[src/rtl/fp16_pkg.sv]
// ----------------------------------------
// Half-precision adder shared definitions
// Format widths, special constants and
// the structs passed between stages
// ----------------------------------------

package fp16_pkg;

    // ----------------------------------------
    // Format widths
    // ----------------------------------------

    // Biased exponent field
    localparam int EXP_W = 5;
    // Stored fraction field
    localparam int MANT_W = 10;
    // Low bits kept while aligning the smaller operand
    localparam int GUARD_W = 14;
    // Hidden bit, fraction and guard bits
    localparam int ALIGN_MANT_W = MANT_W + 1 + GUARD_W;
    // Aligned significand plus carry bit
    localparam int SUM_W = ALIGN_MANT_W + 1;
    // Width of a bit index into the sum
    localparam int LEAD_W = $clog2(SUM_W);

    // ----------------------------------------
    // Operand word and special values
    // ----------------------------------------

    typedef struct packed {
        logic              sign;
        logic [EXP_W-1:0]  exp;
        logic [MANT_W-1:0] frac;
    } fp16_t;

    // All-ones exponent marks infinity or NaN
    localparam logic [EXP_W-1:0] EXP_MAX = {EXP_W{1'b1}};

    // Quiet NaN, fraction MSB set
    localparam fp16_t QNAN = '{
        sign: 1'b0,
        exp:  EXP_MAX,
        frac: {1'b1, {(MANT_W-1){1'b0}}}
    };

    localparam fp16_t POS_ZERO = '{sign: 1'b0, exp: '0, frac: '0};
    localparam fp16_t NEG_ZERO = '{sign: 1'b1, exp: '0, frac: '0};

    // ----------------------------------------
    // Stage structs
    // ----------------------------------------

    // Per-operand classification
    typedef struct packed {
        logic is_zero;
        logic is_inf;
        logic is_nan;
    } fp16_class_t;

    // Bypass decision, zero_neg only for -0 + -0
    typedef struct packed {
        logic  hit;
        fp16_t value;
        logic  zero_neg;
    } special_t;

    // Operands after swap and alignment
    typedef struct packed {
        logic [EXP_W-1:0]        big_exp;
        logic                    sign;
        logic                    is_sub;
        logic [ALIGN_MANT_W-1:0] big_mant;
        logic [ALIGN_MANT_W-1:0] small_mant;
    } align_t;

    // First pipeline register contents
    typedef struct packed {
        logic [EXP_W-1:0] exp;
        logic             sign;
        logic [SUM_W-1:0] mant;
        special_t         special;
    } sum_t;

endpackage

[src/rtl/fp16_special.sv]
// ----------------------------------------
// Operand classification and bypass select
// for NaN, infinity and zero operands
// ----------------------------------------

`timescale 1ns/1ps

module fp16_special (
    input  fp16_pkg::fp16_t    a,
    input  fp16_pkg::fp16_t    b,
    output fp16_pkg::special_t special
);
    import fp16_pkg::*;

    fp16_class_t cls_a;
    fp16_class_t cls_b;

    // Classify one operand from its raw fields
    function automatic fp16_class_t classify(input fp16_t v);
        fp16_class_t c;
        c.is_zero = (v.exp == '0) && (v.frac == '0);
        c.is_inf  = (v.exp == EXP_MAX) && (v.frac == '0);
        c.is_nan  = (v.exp == EXP_MAX) && (v.frac != '0);
        return c;
    endfunction

    assign cls_a = classify(a);
    assign cls_b = classify(b);

    always_comb begin
        special.hit      = 1'b0;
        special.value    = POS_ZERO;
        // Sign of an exact zero sum, set only for -0 + -0
        special.zero_neg = cls_a.is_zero && cls_b.is_zero && a.sign && b.sign;

        // Priority is NaN, then infinity, then zero
        if (cls_a.is_nan || cls_b.is_nan ||
            (cls_a.is_inf && cls_b.is_inf && (a.sign != b.sign))) begin
            special.hit   = 1'b1;
            special.value = QNAN;
        end else if (cls_a.is_inf) begin
            special.hit   = 1'b1;
            special.value = a;
        end else if (cls_b.is_inf) begin
            special.hit   = 1'b1;
            special.value = b;
        end else if (cls_a.is_zero && cls_b.is_zero) begin
            special.hit   = 1'b1;
            special.value = special.zero_neg ? NEG_ZERO : POS_ZERO;
        end else if (cls_a.is_zero) begin
            // Other operand passes unchanged, denormals included
            special.hit   = 1'b1;
            special.value = b;
        end else if (cls_b.is_zero) begin
            special.hit   = 1'b1;
            special.value = a;
        end
    end

endmodule

[src/rtl/fp16_align.sv]
// ----------------------------------------
// Magnitude compare, operand swap and
// right shift of the smaller significand
// ----------------------------------------

`timescale 1ns/1ps

module fp16_align (
    input  fp16_pkg::fp16_t  a,
    input  fp16_pkg::fp16_t  b,
    output fp16_pkg::align_t aligned
);
    import fp16_pkg::*;

    // Significands with hidden bit restored
    logic [MANT_W:0] sig_a;
    logic [MANT_W:0] sig_b;

    // Denormals sit at the same scale as exponent 1
    logic [EXP_W-1:0] exp_eff_a;
    logic [EXP_W-1:0] exp_eff_b;

    logic             a_big;
    logic [EXP_W-1:0] small_exp;
    logic [EXP_W-1:0] exp_diff;
    logic [MANT_W:0]  big_sig;
    logic [MANT_W:0]  small_sig;

    assign sig_a = {(a.exp != '0), a.frac};
    assign sig_b = {(b.exp != '0), b.frac};

    assign exp_eff_a = (a.exp == '0) ? EXP_W'(1) : a.exp;
    assign exp_eff_b = (b.exp == '0) ? EXP_W'(1) : b.exp;

    // Exponent first, then fraction, ties keep a in front
    assign a_big = {a.exp, a.frac} >= {b.exp, b.frac};

    always_comb begin
        if (a_big) begin
            aligned.big_exp = exp_eff_a;
            aligned.sign    = a.sign;
            small_exp       = exp_eff_b;
            big_sig         = sig_a;
            small_sig       = sig_b;
        end else begin
            aligned.big_exp = exp_eff_b;
            aligned.sign    = b.sign;
            small_exp       = exp_eff_a;
            big_sig         = sig_b;
            small_sig       = sig_a;
        end
    end

    // Never negative after the swap
    assign exp_diff = aligned.big_exp - small_exp;

    // Guard bits appended below the fraction
    assign aligned.big_mant = {big_sig, {GUARD_W{1'b0}}};

    // Bits shifted past the guard bits are dropped
    assign aligned.small_mant = {small_sig, {GUARD_W{1'b0}}} >> exp_diff;

    // Effective subtraction when the signs differ
    assign aligned.is_sub = a.sign ^ b.sign;

endmodule

[src/rtl/fp16_addsub.sv]
// ----------------------------------------
// Stage 1 register, significand add or
// subtract with the bypass carried along
// ----------------------------------------

`timescale 1ns/1ps

module fp16_addsub (
    input  logic                clk,
    input  logic                rst_n,
    input  fp16_pkg::align_t    aligned,
    input  fp16_pkg::special_t  special,
    output fp16_pkg::sum_t      sum
);
    import fp16_pkg::*;

    logic [SUM_W-1:0] mant_d;
    logic             sign_d;

    always_comb begin
        if (!aligned.is_sub) begin
            // Same sign, carry bit may come up
            mant_d = {1'b0, aligned.big_mant} + {1'b0, aligned.small_mant};
            sign_d = aligned.sign;
        end else if (aligned.big_mant >= aligned.small_mant) begin
            mant_d = {1'b0, aligned.big_mant} - {1'b0, aligned.small_mant};
            sign_d = aligned.sign;
        end else begin
            // Reverse order, result takes the other sign
            mant_d = {1'b0, aligned.small_mant} - {1'b0, aligned.big_mant};
            sign_d = ~aligned.sign;
        end
    end

    // ----------------------------------------
    // Pipeline register
    // ----------------------------------------

    always_ff @(posedge clk or negedge rst_n) begin
        if (!rst_n) begin
            sum <= '0;
        end else begin
            sum.exp     <= aligned.big_exp;
            sum.sign    <= sign_d;
            sum.mant    <= mant_d;
            // Bypass stays with its own operands
            sum.special <= special;
        end
    end

    // Every field is driven once reset is released
    sum_known: assert property (
        @(posedge clk) disable iff (!rst_n) !$isunknown(sum))
        else $error("Stage 1 register holds unknown bits");

endmodule

[src/rtl/fp16_normalize.sv]
// ----------------------------------------
// Stage 2 normalize and pack
// Leading-one search, range limits, zero
// sign, bypass select, output register
// ----------------------------------------

`timescale 1ns/1ps

module fp16_normalize (
    input  logic            clk,
    input  logic            rst_n,
    input  fp16_pkg::sum_t  sum,
    output fp16_pkg::fp16_t result
);
    import fp16_pkg::*;

    // Position of the hidden bit in the sum
    localparam logic [LEAD_W-1:0] HIDDEN_POS = LEAD_W'(ALIGN_MANT_W - 1);

    logic [LEAD_W-1:0]       lead_pos;
    logic [LEAD_W-1:0]       left_shift;
    logic [SUM_W-1:0]        norm_mant;
    logic signed [EXP_W+1:0] norm_exp;
    fp16_t                   arith;
    fp16_t                   result_d;

    // Index of the highest set bit, zero for an all-zero sum
    function automatic logic [LEAD_W-1:0] lead_one(input logic [SUM_W-1:0] v);
        logic [LEAD_W-1:0] pos;
        pos = '0;
        for (int i = 0; i < SUM_W; i++) begin
            if (v[i]) begin
                pos = LEAD_W'(i);
            end
        end
        return pos;
    endfunction

    assign lead_pos   = lead_one(sum.mant);
    assign left_shift = HIDDEN_POS - lead_pos;

    // ----------------------------------------
    // Normalizing shift
    // ----------------------------------------

    always_comb begin
        if (lead_pos > HIDDEN_POS) begin
            // Carry out, one step right
            norm_mant = sum.mant >> 1;
            norm_exp  = $signed({2'b00, sum.exp}) + 7'sd1;
        end else begin
            // Cancellation or denormal, move leading one up
            norm_mant = sum.mant << left_shift;
            norm_exp  = $signed({2'b00, sum.exp}) - $signed({2'b00, left_shift});
        end
    end

    // ----------------------------------------
    // Range limits and packing
    // ----------------------------------------

    always_comb begin
        arith.sign = sum.sign;
        arith.exp  = norm_exp[EXP_W-1:0];
        // Fraction just below the hidden bit, rest truncated
        arith.frac = norm_mant[ALIGN_MANT_W-2 -: MANT_W];

        if (sum.mant == '0) begin
            // Exact zero from cancellation is always positive
            arith = POS_ZERO;
        end else if (norm_exp >= $signed({2'b00, EXP_MAX})) begin
            // Overflow to signed infinity
            arith.exp  = EXP_MAX;
            arith.frac = '0;
        end else if (norm_exp <= 0) begin
            // Underflow flushes, no denormal results
            arith = POS_ZERO;
        end
    end

    assign result_d = sum.special.hit ? sum.special.value : arith;

    always_ff @(posedge clk or negedge rst_n) begin
        if (!rst_n) begin
            result <= POS_ZERO;
        end else begin
            result <= result_d;
        end
    end

    // Arithmetic path never packs a denormal
    // Bypassed operands may, so the check skips them
    no_denorm_out: assert property (
        @(posedge clk) disable iff (!rst_n)
        ((result.exp == '0) && !$past(sum.special.hit)) |-> (result.frac == '0))
        else $error("Arithmetic path produced a denormal result");

endmodule

[src/rtl/fp16_add.sv]
// ----------------------------------------
// Half-precision adder top level
// Two-register pipeline, one pair per clk
// ----------------------------------------

`timescale 1ns/1ps

module fp16_add (
    input  logic            clk,
    input  logic            rst_n,
    input  fp16_pkg::fp16_t a,
    input  fp16_pkg::fp16_t b,
    output fp16_pkg::fp16_t result
);
    import fp16_pkg::*;

    // Combinational front end
    special_t special;
    align_t   aligned;

    // Stage 1 register
    sum_t sum;

    // NaN, infinity and zero bypass
    fp16_special u_special (
        .a       (a),
        .b       (b),
        .special (special)
    );

    // Swap and align, in parallel with the bypass
    fp16_align u_align (
        .a       (a),
        .b       (b),
        .aligned (aligned)
    );

    // First edge
    fp16_addsub u_addsub (
        .clk     (clk),
        .rst_n   (rst_n),
        .aligned (aligned),
        .special (special),
        .sum     (sum)
    );

    // Second edge, drives result
    fp16_normalize u_normalize (
        .clk    (clk),
        .rst_n  (rst_n),
        .sum    (sum),
        .result (result)
    );

endmodule

[config.mk]
export PLATFORM = sky130hd
export DESIGN_NAME = fp16_add
export DESIGN_NICKNAME = d
export VERILOG_FILES = /design/src/rtl/fp16_pkg.sv /design/src/rtl/fp16_special.sv /design/src/rtl/fp16_align.sv /design/src/rtl/fp16_addsub.sv /design/src/rtl/fp16_normalize.sv /design/src/rtl/fp16_add.sv
export SDC_FILE = /design/constraint.sdc
export NUM_CORES = 1
export LEC_CHECK = 0
export BUFFER_PORTS_ARGS = -buffer_cell sky130_fd_sc_hd__buf_2
export CORE_ASPECT_RATIO = 0.6
export CORE_UTILIZATION = 60
export CTS_CLUSTER_DIAMETER = 50
export CTS_CLUSTER_SIZE = 24
export DETAILED_ROUTE_END_ITERATION = 12
export MAX_ROUTING_LAYER = met4
export PLACE_DENSITY = 0.79
export SETUP_SLACK_MARGIN = 0.1
export SLEW_MARGIN = 15
export SYNTH_ARGS = -nofsm -noshare
export SYNTH_HDL_FRONTEND = slang
export SYNTH_SLANG_ARGS = --single-unit
[constraint.sdc]
create_clock -name clk -period 7.8 [get_ports clk]
set_input_delay 0.39 -clock clk [delete_from_list [all_inputs] [get_ports clk]]
set_output_delay 0.39 -clock clk [all_outputs]
set_load 0.03 [all_outputs]
## Word level (Yosys, flattened, before mapping)

Cells that the tools add are included.

- Bits of input ports: 34
- Output and inout port bits: 16
- Word-level logic and storage cells: 100
- Flip-flop bits (word level): 65

- Reduce and logical (&&, ||, !) cells: 22
- Bitwise operators: 2
- Add/subtract/negate cells: 7
- Magnitude comparators: 5
- Equality and inequality tests: 3
- Muxes and demuxes: 49
- Shift-type cells: 2

Operator list:

| operator | number |
|---|---|
| $mux 5 | 27 |
| $mux 17 | 6 |
| $mux 16 | 4 |
| $mux 26 | 2 |
| $sub 25x25->26 | 2 |
| $add 25x25->26 | 1 |
| $logic_not 26->1 | 1 |
| $shl 26x5->24 | 1 |
| $ge 25x25->1 | 1 |
| $shr 25x5->25 | 1 |
| $mux 24 | 1 |
| $mux 11 | 2 |
| $logic_not 10->1 | 2 |
| $reduce_bool 10->1 | 2 |
| $ge 15x15->1 | 1 |
| $mux 15 | 1 |
| $logic_and 1x1->1 | 11 |
| $eq 5x5->1 const B | 2 |
| $logic_not 5->1 | 2 |
| $reduce_bool 5->1 | 2 |
| $ge 7x6->1 const B | 1 |
| $le 7x1->1 const B | 1 |
| $mux 7 | 1 |
| $add 5x1->6 const B | 1 |
| other kinds (10) | 14 |

## Logic depth before layout (Yosys ltp)

- Depth in word-level cells: 33
- Gate-level depth with buffers: 40
- Gate-level depth less buffers: 34

## Hierarchy

From an unflattened synthesis, not the netlist that was laid out.

- Cells, all modules: 1438
- Area, all modules: 10941.7 um2

By module, submodules not included:

| module | instances | seq. area each (um2) | cells an instance | area each (um2) |
|---|---|---|---|---|
| fp16_addsub | 1 | 1251.2 | 709 | 5594.1 |
| fp16_normalize | 1 | 400.4 | 363 | 2821.5 |
| fp16_align | 1 | 0.0 | 305 | 2094.5 |
| fp16_special | 1 | 0.0 | 61 | 431.7 |

## Worst setup path after synthesis

OpenSTA, ideal clock, no wires.

- Kind: input-to-reg
- Start point: in b[12] in the netlist's numbering
- End point: reg, netlist name u_addsub.sum[44]
- Stages: 33
- Buffers on the path: 6
- Library setup time: 0.128 ns
- Slack: 1.129 ns
- Required time: 7.672 ns
- Arrival time: 6.544 ns
- Path through: inv_1 > ha_1 > nand4_1 > nor2_1 > nand3_1 > o21ai_2 > buf_4 > clkbuf_1 > clkbuf_1 > nand2_1 > o31ai_1 > ha_1 > inv_1 > fa_1 > xnor2_1 > clkbuf_1 > mux2i_1 > nor2_1 > a211oi_1 > o21ai_0 > ha_1 > buf_2 > a21oi_1 > nor2_1 > o21ai_0 > nand2b_1 > a21oi_1 > o21bai_1 > a21o_2 > nor3_2 > buf_6 > xnor2_1 > mux2_1

- Word-level cells in the longest chain between the ends: 8
- Elaborated cells between the ends (all ways): 14
- Those cells by class: 1 x add/sub; 2 x order compare; 1 x shift; 7 x mux; 1 x bitwise; 2 x reduce/logical

RTL lines:

| what | line | RTL |
|---|---|---|
| start: declaration | fp16_add.sv:12 | `input fp16_pkg::fp16_t b,` |
| parallel branches: the longest is 7 deep, another holds $ge 25x25->1 | -- |  |
| $mux 1 (*) | fp16_addsub.sv:21 | `if (!aligned.is_sub) begin` |
| named net u_addsub.sign_d | fp16_addsub.sv:18 | `logic sign_d;` |

Mark *: on every way through the listed nets, which the timed path passes.

## Worst setup path in the final report

- Start point: in b[2] in the netlist's numbering
- End point: reg, netlist name u_addsub.sum[41]

- Word-level cells in the longest chain between the ends: 7
- Elaborated cells between the ends (all ways): 13
- Those cells by class: 4 x add/sub; 2 x order compare; 1 x shift; 6 x mux

RTL lines:

| what | line | RTL |
|---|---|---|
| $ge 15x15->1 | fp16_align.sv:36 | `assign a_big = {a.exp, a.frac} >= {b.exp, b.frac};` |
| $mux 6 / $mux 5 (equally long branches) | fp16_align.sv:39 | `if (a_big) begin` |
| $sub 5x5->5 | fp16_align.sv:55 | `assign exp_diff = aligned.big_exp - small_exp;` |
| $shr 25x5->25 | fp16_align.sv:61 | `assign aligned.small_mant = {small_sig, {GUARD_W{1'b0}}} >> exp_diff;` |
| $sub 25x25->26, or another cell as far along | fp16_addsub.sv:30 | `mant_d = {1'b0, aligned.small_mant} - {1'b0, aligned.big_mant};` |
| $mux 26 | fp16_addsub.sv:25 | `end else if (aligned.big_mant >= aligned.small_mant) begin` |
| $mux 26 (*) | fp16_addsub.sv:21 |  |
| named net u_addsub.mant_d[23] | fp16_addsub.sv:17 | `logic [SUM_W-1:0] mant_d;` |

The timed path passes the listed nets; every way through them passes the cells marked *.

==> flow_summary_export.csv <==
group,metric,value,unit
power,power.internal,0.00186,W
power,p_leak,4.29,nW
yosys,yosysTopAreaCellShare,19.3,%
final_layout,instances_no_fill,1330,
clocking,cts_hold_buf,0,
floorplanning,start_util,61.7,%
routing,vias,9070,
worst_setup_path,critPathLaunch,"b[2]",
sta,hold_viol_final,0,
power,sw_frac_of_total,55.4,%
routing,ant_nets,0,
place,preCtsSetupSlack,451,ps
yosys,synth_ff_type,"dfrtp_1",
place,place_area,8820,um^2
final_layout,final_common_cell,"nand2_1",
clocking,cts_root_buf,"clkbuf_16",
floorplanning,chipHeight,93.8,um
worst_setup_path,path_common_cell,"inv_1",
floorplanning,fp.dieW,155,um
routing,drc,0,
power,power.density,456,nW/um^2
sta,worst_pin_slew,1050,ps
worst_setup_path,path_max_fanout,23,
worst_setup_path,endpoint,"u_addsub.sum[41]",
status,status,"complete, no violations",
global_route,grtUsageTotal,44.5,%
global_route,first_global_vias,8194,
power,combPwrFrac,75.1,%
worst_setup_path,crit_type,"input pin to flip-flop",
clocking,worstSkewPairLatency,330,ps
clocking,htree_num_levels,3,
yosys,synth_edf_count,0,
sta,finalCritPeriodShare,93.0,%
yosys,syn_area,8440,um^2
routing,routedWlPerCell,23.2,um
routing,firstDrtPassIters,7,
yosys,synthTopCellsByArea,"dfrtp_1, mux2i_1, ha_1",
worst_setup_path,cpPeakStageDelay,550,ps
clocking,path_clk_slew,60,ps
yosys,avgSynthCellArea,7.60,um^2
worst_setup_path,crit_buf_inv,6,
routing,drt_first_iter_violations,1267,
sta,rsz0062_at_grt,"false",
global_route,grt_start_max_net_pins,66,
final_layout,register_area,1630,um^2
worst_setup_path,required,8010,ps
worst_setup_path,critPathTopFamily,"compound AO/OA/AOI/OAI gates",
clocking,cts-buffers-inserted,9,
worst_setup_path,reg2reg_depth,20,
final_layout,layout-drive-gt1-share,11.9,%
yosys,synthCells,1110,
floorplanning,die_area,14600,um^2
yosys,synth-seq-cells,65,
yosys,postSynth.asyncResetShare,100,%
clocking,clkSinkCount,65,
power,switchingPower,0.00231,W
worst_setup_path,critPathLaunchType,"input pin",
worst_setup_path,setup.worst_path.end_class,"flip-flop",
worst_setup_path,worst_ep_arrival_time,7460,ps
place,dp.cells,1315,
global_route,grt_pass1_wl,47500,um
floorplanning,num_rows,33,
flow_run,drv_cap,0,
worst_setup_path,crit_cells,28,
floorplanning,fp.coreArea,13700,um^2
final_layout,n_fill_cell,1178,
yosys,synth_seq_area_share,19.3,%
place,globalplace.congestion,1.12,
yosys,synthesis.nets,1206,
sta,fin_ws,546,ps
power,seq_power_share,14.4,%
place,dp_hpwl,24100,um
final_layout,fin_util,66.9,%
final_layout,diodes,0,
routing,routed_wl,30800,um
floorplanning,ioPinCount,50,
worst_setup_path,cp_slowest_cell,"o31a_1",
sta,finalSetupTns,0,ps
power,pwr-share-clk,10.5,%
clocking,tritoncts,"built",
sta,min_period,7250,ps
yosys,yosysWarnings,0,
power,ir_worst_vdd,337,uV
yosys,synth_area_leader_cell,"dfrtp_1",
yosys,synth.distinct_cells,95,
final_layout,final_cell_mix,"nand2_1, nor2_1, a21oi_1",
clocking,clockBufferDepth,2,
worst_setup_path,worstReg2RegStart,"u_addsub.sum[20]",
place,io_buffer_count,49,
global_route,antenna_found_initial,0,
final_layout,syn_to_final_growth,8.42,%
sta,max_freq,138,MHz
sta,setup_viol,0,
worst_setup_path,rrSetupSlack,1870,ps
sta,finalClockSkew,5.40,ps
final_layout,multi_input_area,6260,um^2
routing,viasPerCell,6.82,
final_layout,nets,1230,
sta,slew_headroom,28.0,%
worst_hold_path,hp-class,"input pin to async pin",
worst_setup_path,reg2reg_to,"u_normalize.result[2]",
global_route,overflow,0,
final_layout,stdcell_area,9150,um^2
sta,drv_slew,0,
==> cells by family (layout without fill, tap and decap cells) <==
kind of cell	after synthesis	count (layout)	synth area share (%)
fa+ha+maj	64	64	9.80
compound gates	320	320	25.3
buf+inv	133	161	6.84
xor+xnor	35	35	3.72
flops	65	65	19.3
simple gates	398	398	22.4
mux	95	95	12.6
==> cells in the mapped netlist, types with 6 or more instances <==
cell,instances
ha_1,58
a21o_1,16
xnor2_1,23
nor3_1,27
a21oi_1,75
and2_1,9
xor2_1,11
nand2b_1,10
mux4_2,7
and3_1,13
o211ai_1,11
dfrtp_1,65
o21ai_1,9
mux2_2,12
o31ai_1,7
a22oi_1,12
nand3_1,20
o21bai_1,21
nand4_1,11
nand2_1,138
clkbuf_1,34
a211oi_1,21
o22ai_1,10
mux2i_1,73
buf_2,11
or3_1,10
nor4_1,16
inv_1,73
nor2_1,111
a31oi_1,11
nor2b_1,7
o21ai_0,62
a22o_1,6
==> per-layer routing <==
layer,global-route usage [%],vias to the layer above,part of all wire [%]
met2,57.2,702,37
li1,-,4072,-
met5,-,-,0
met1,64.9,4245,45
met4,5.36,0,1.2
met3,18.1,51,17
==> state kept, by name, indices dropped and copies added (netlist names) <==
name,count
u_addsub.sum,49
u_normalize.result,16
==> worst reg2reg max path: cells and delay by family (launching register included) <==
family                   cells  cell delay, ps
AO/OA/AOI/OAI               11            3390
adder cells (fa/ha/maj)      3            1020
flip-flops                   1             430
buffers and inverters        2             360
AND/OR/NAND/NOR              2             270
multiplexers                 1             240
XOR/XNOR                     1             150
==> timing repair <==
item | CTS | global route
resized for setup | 0 | 1
endpoints found under the setup margin | 0 | 4
buffers inserted | 0 | 0
==> how the worst min path moves through the flow <==
stage                     depth (start not counted)                     end             start  slack (ps)
final                                             2   u_normalize.result[7]             rst_n         220
after detailed placement                          1  u_normalize.result[10]  u_addsub.sum[11]         440
after floorplan                                   0        u_addsub.sum[10]             rst_n          90
after global placement                            1  u_normalize.result[10]  u_addsub.sum[11]         440
after global routing                              2   u_normalize.result[4]             rst_n         310
after CTS                                         2   u_normalize.result[4]             rst_n         270
==> final cells by class <==
class | instances | share of cell area [%]
multi-input combinational | 912 | 68.5
inverter | 73 | 3.00
timing repair buffer | 73 | 4.65
clock buffer | 9 | 2.46
tap | 192 | 2.63
clock inverter | 6 | 1.01
sequential | 65 | 17.8
==> power by group through the flow <==
stage          clock network [W]  logic (W)  registers [W]
2_1_floorplan                  0    0.00214       0.000608
3_3_place_gp                   0    0.00297       0.000590
3_5_place_dp                   0    0.00297       0.000591
4_1_cts                 0.000439    0.00300       0.000588
5_1_grt                 0.000455    0.00334       0.000609
6_report                0.000439    0.00314       0.000599
==> metrics by stage <==
step | total power [W] | hold slack (ps)
after floorplan | 0.00275 | 94.4
after global placement | 0.00356 | 442
after detailed placement | 0.00356 | 439
after CTS | 0.00402 | 270
after global routing | 0.00441 | 313
final | 0.00417 | 224
Note: power is estimated with default switching activity, not from simulation.
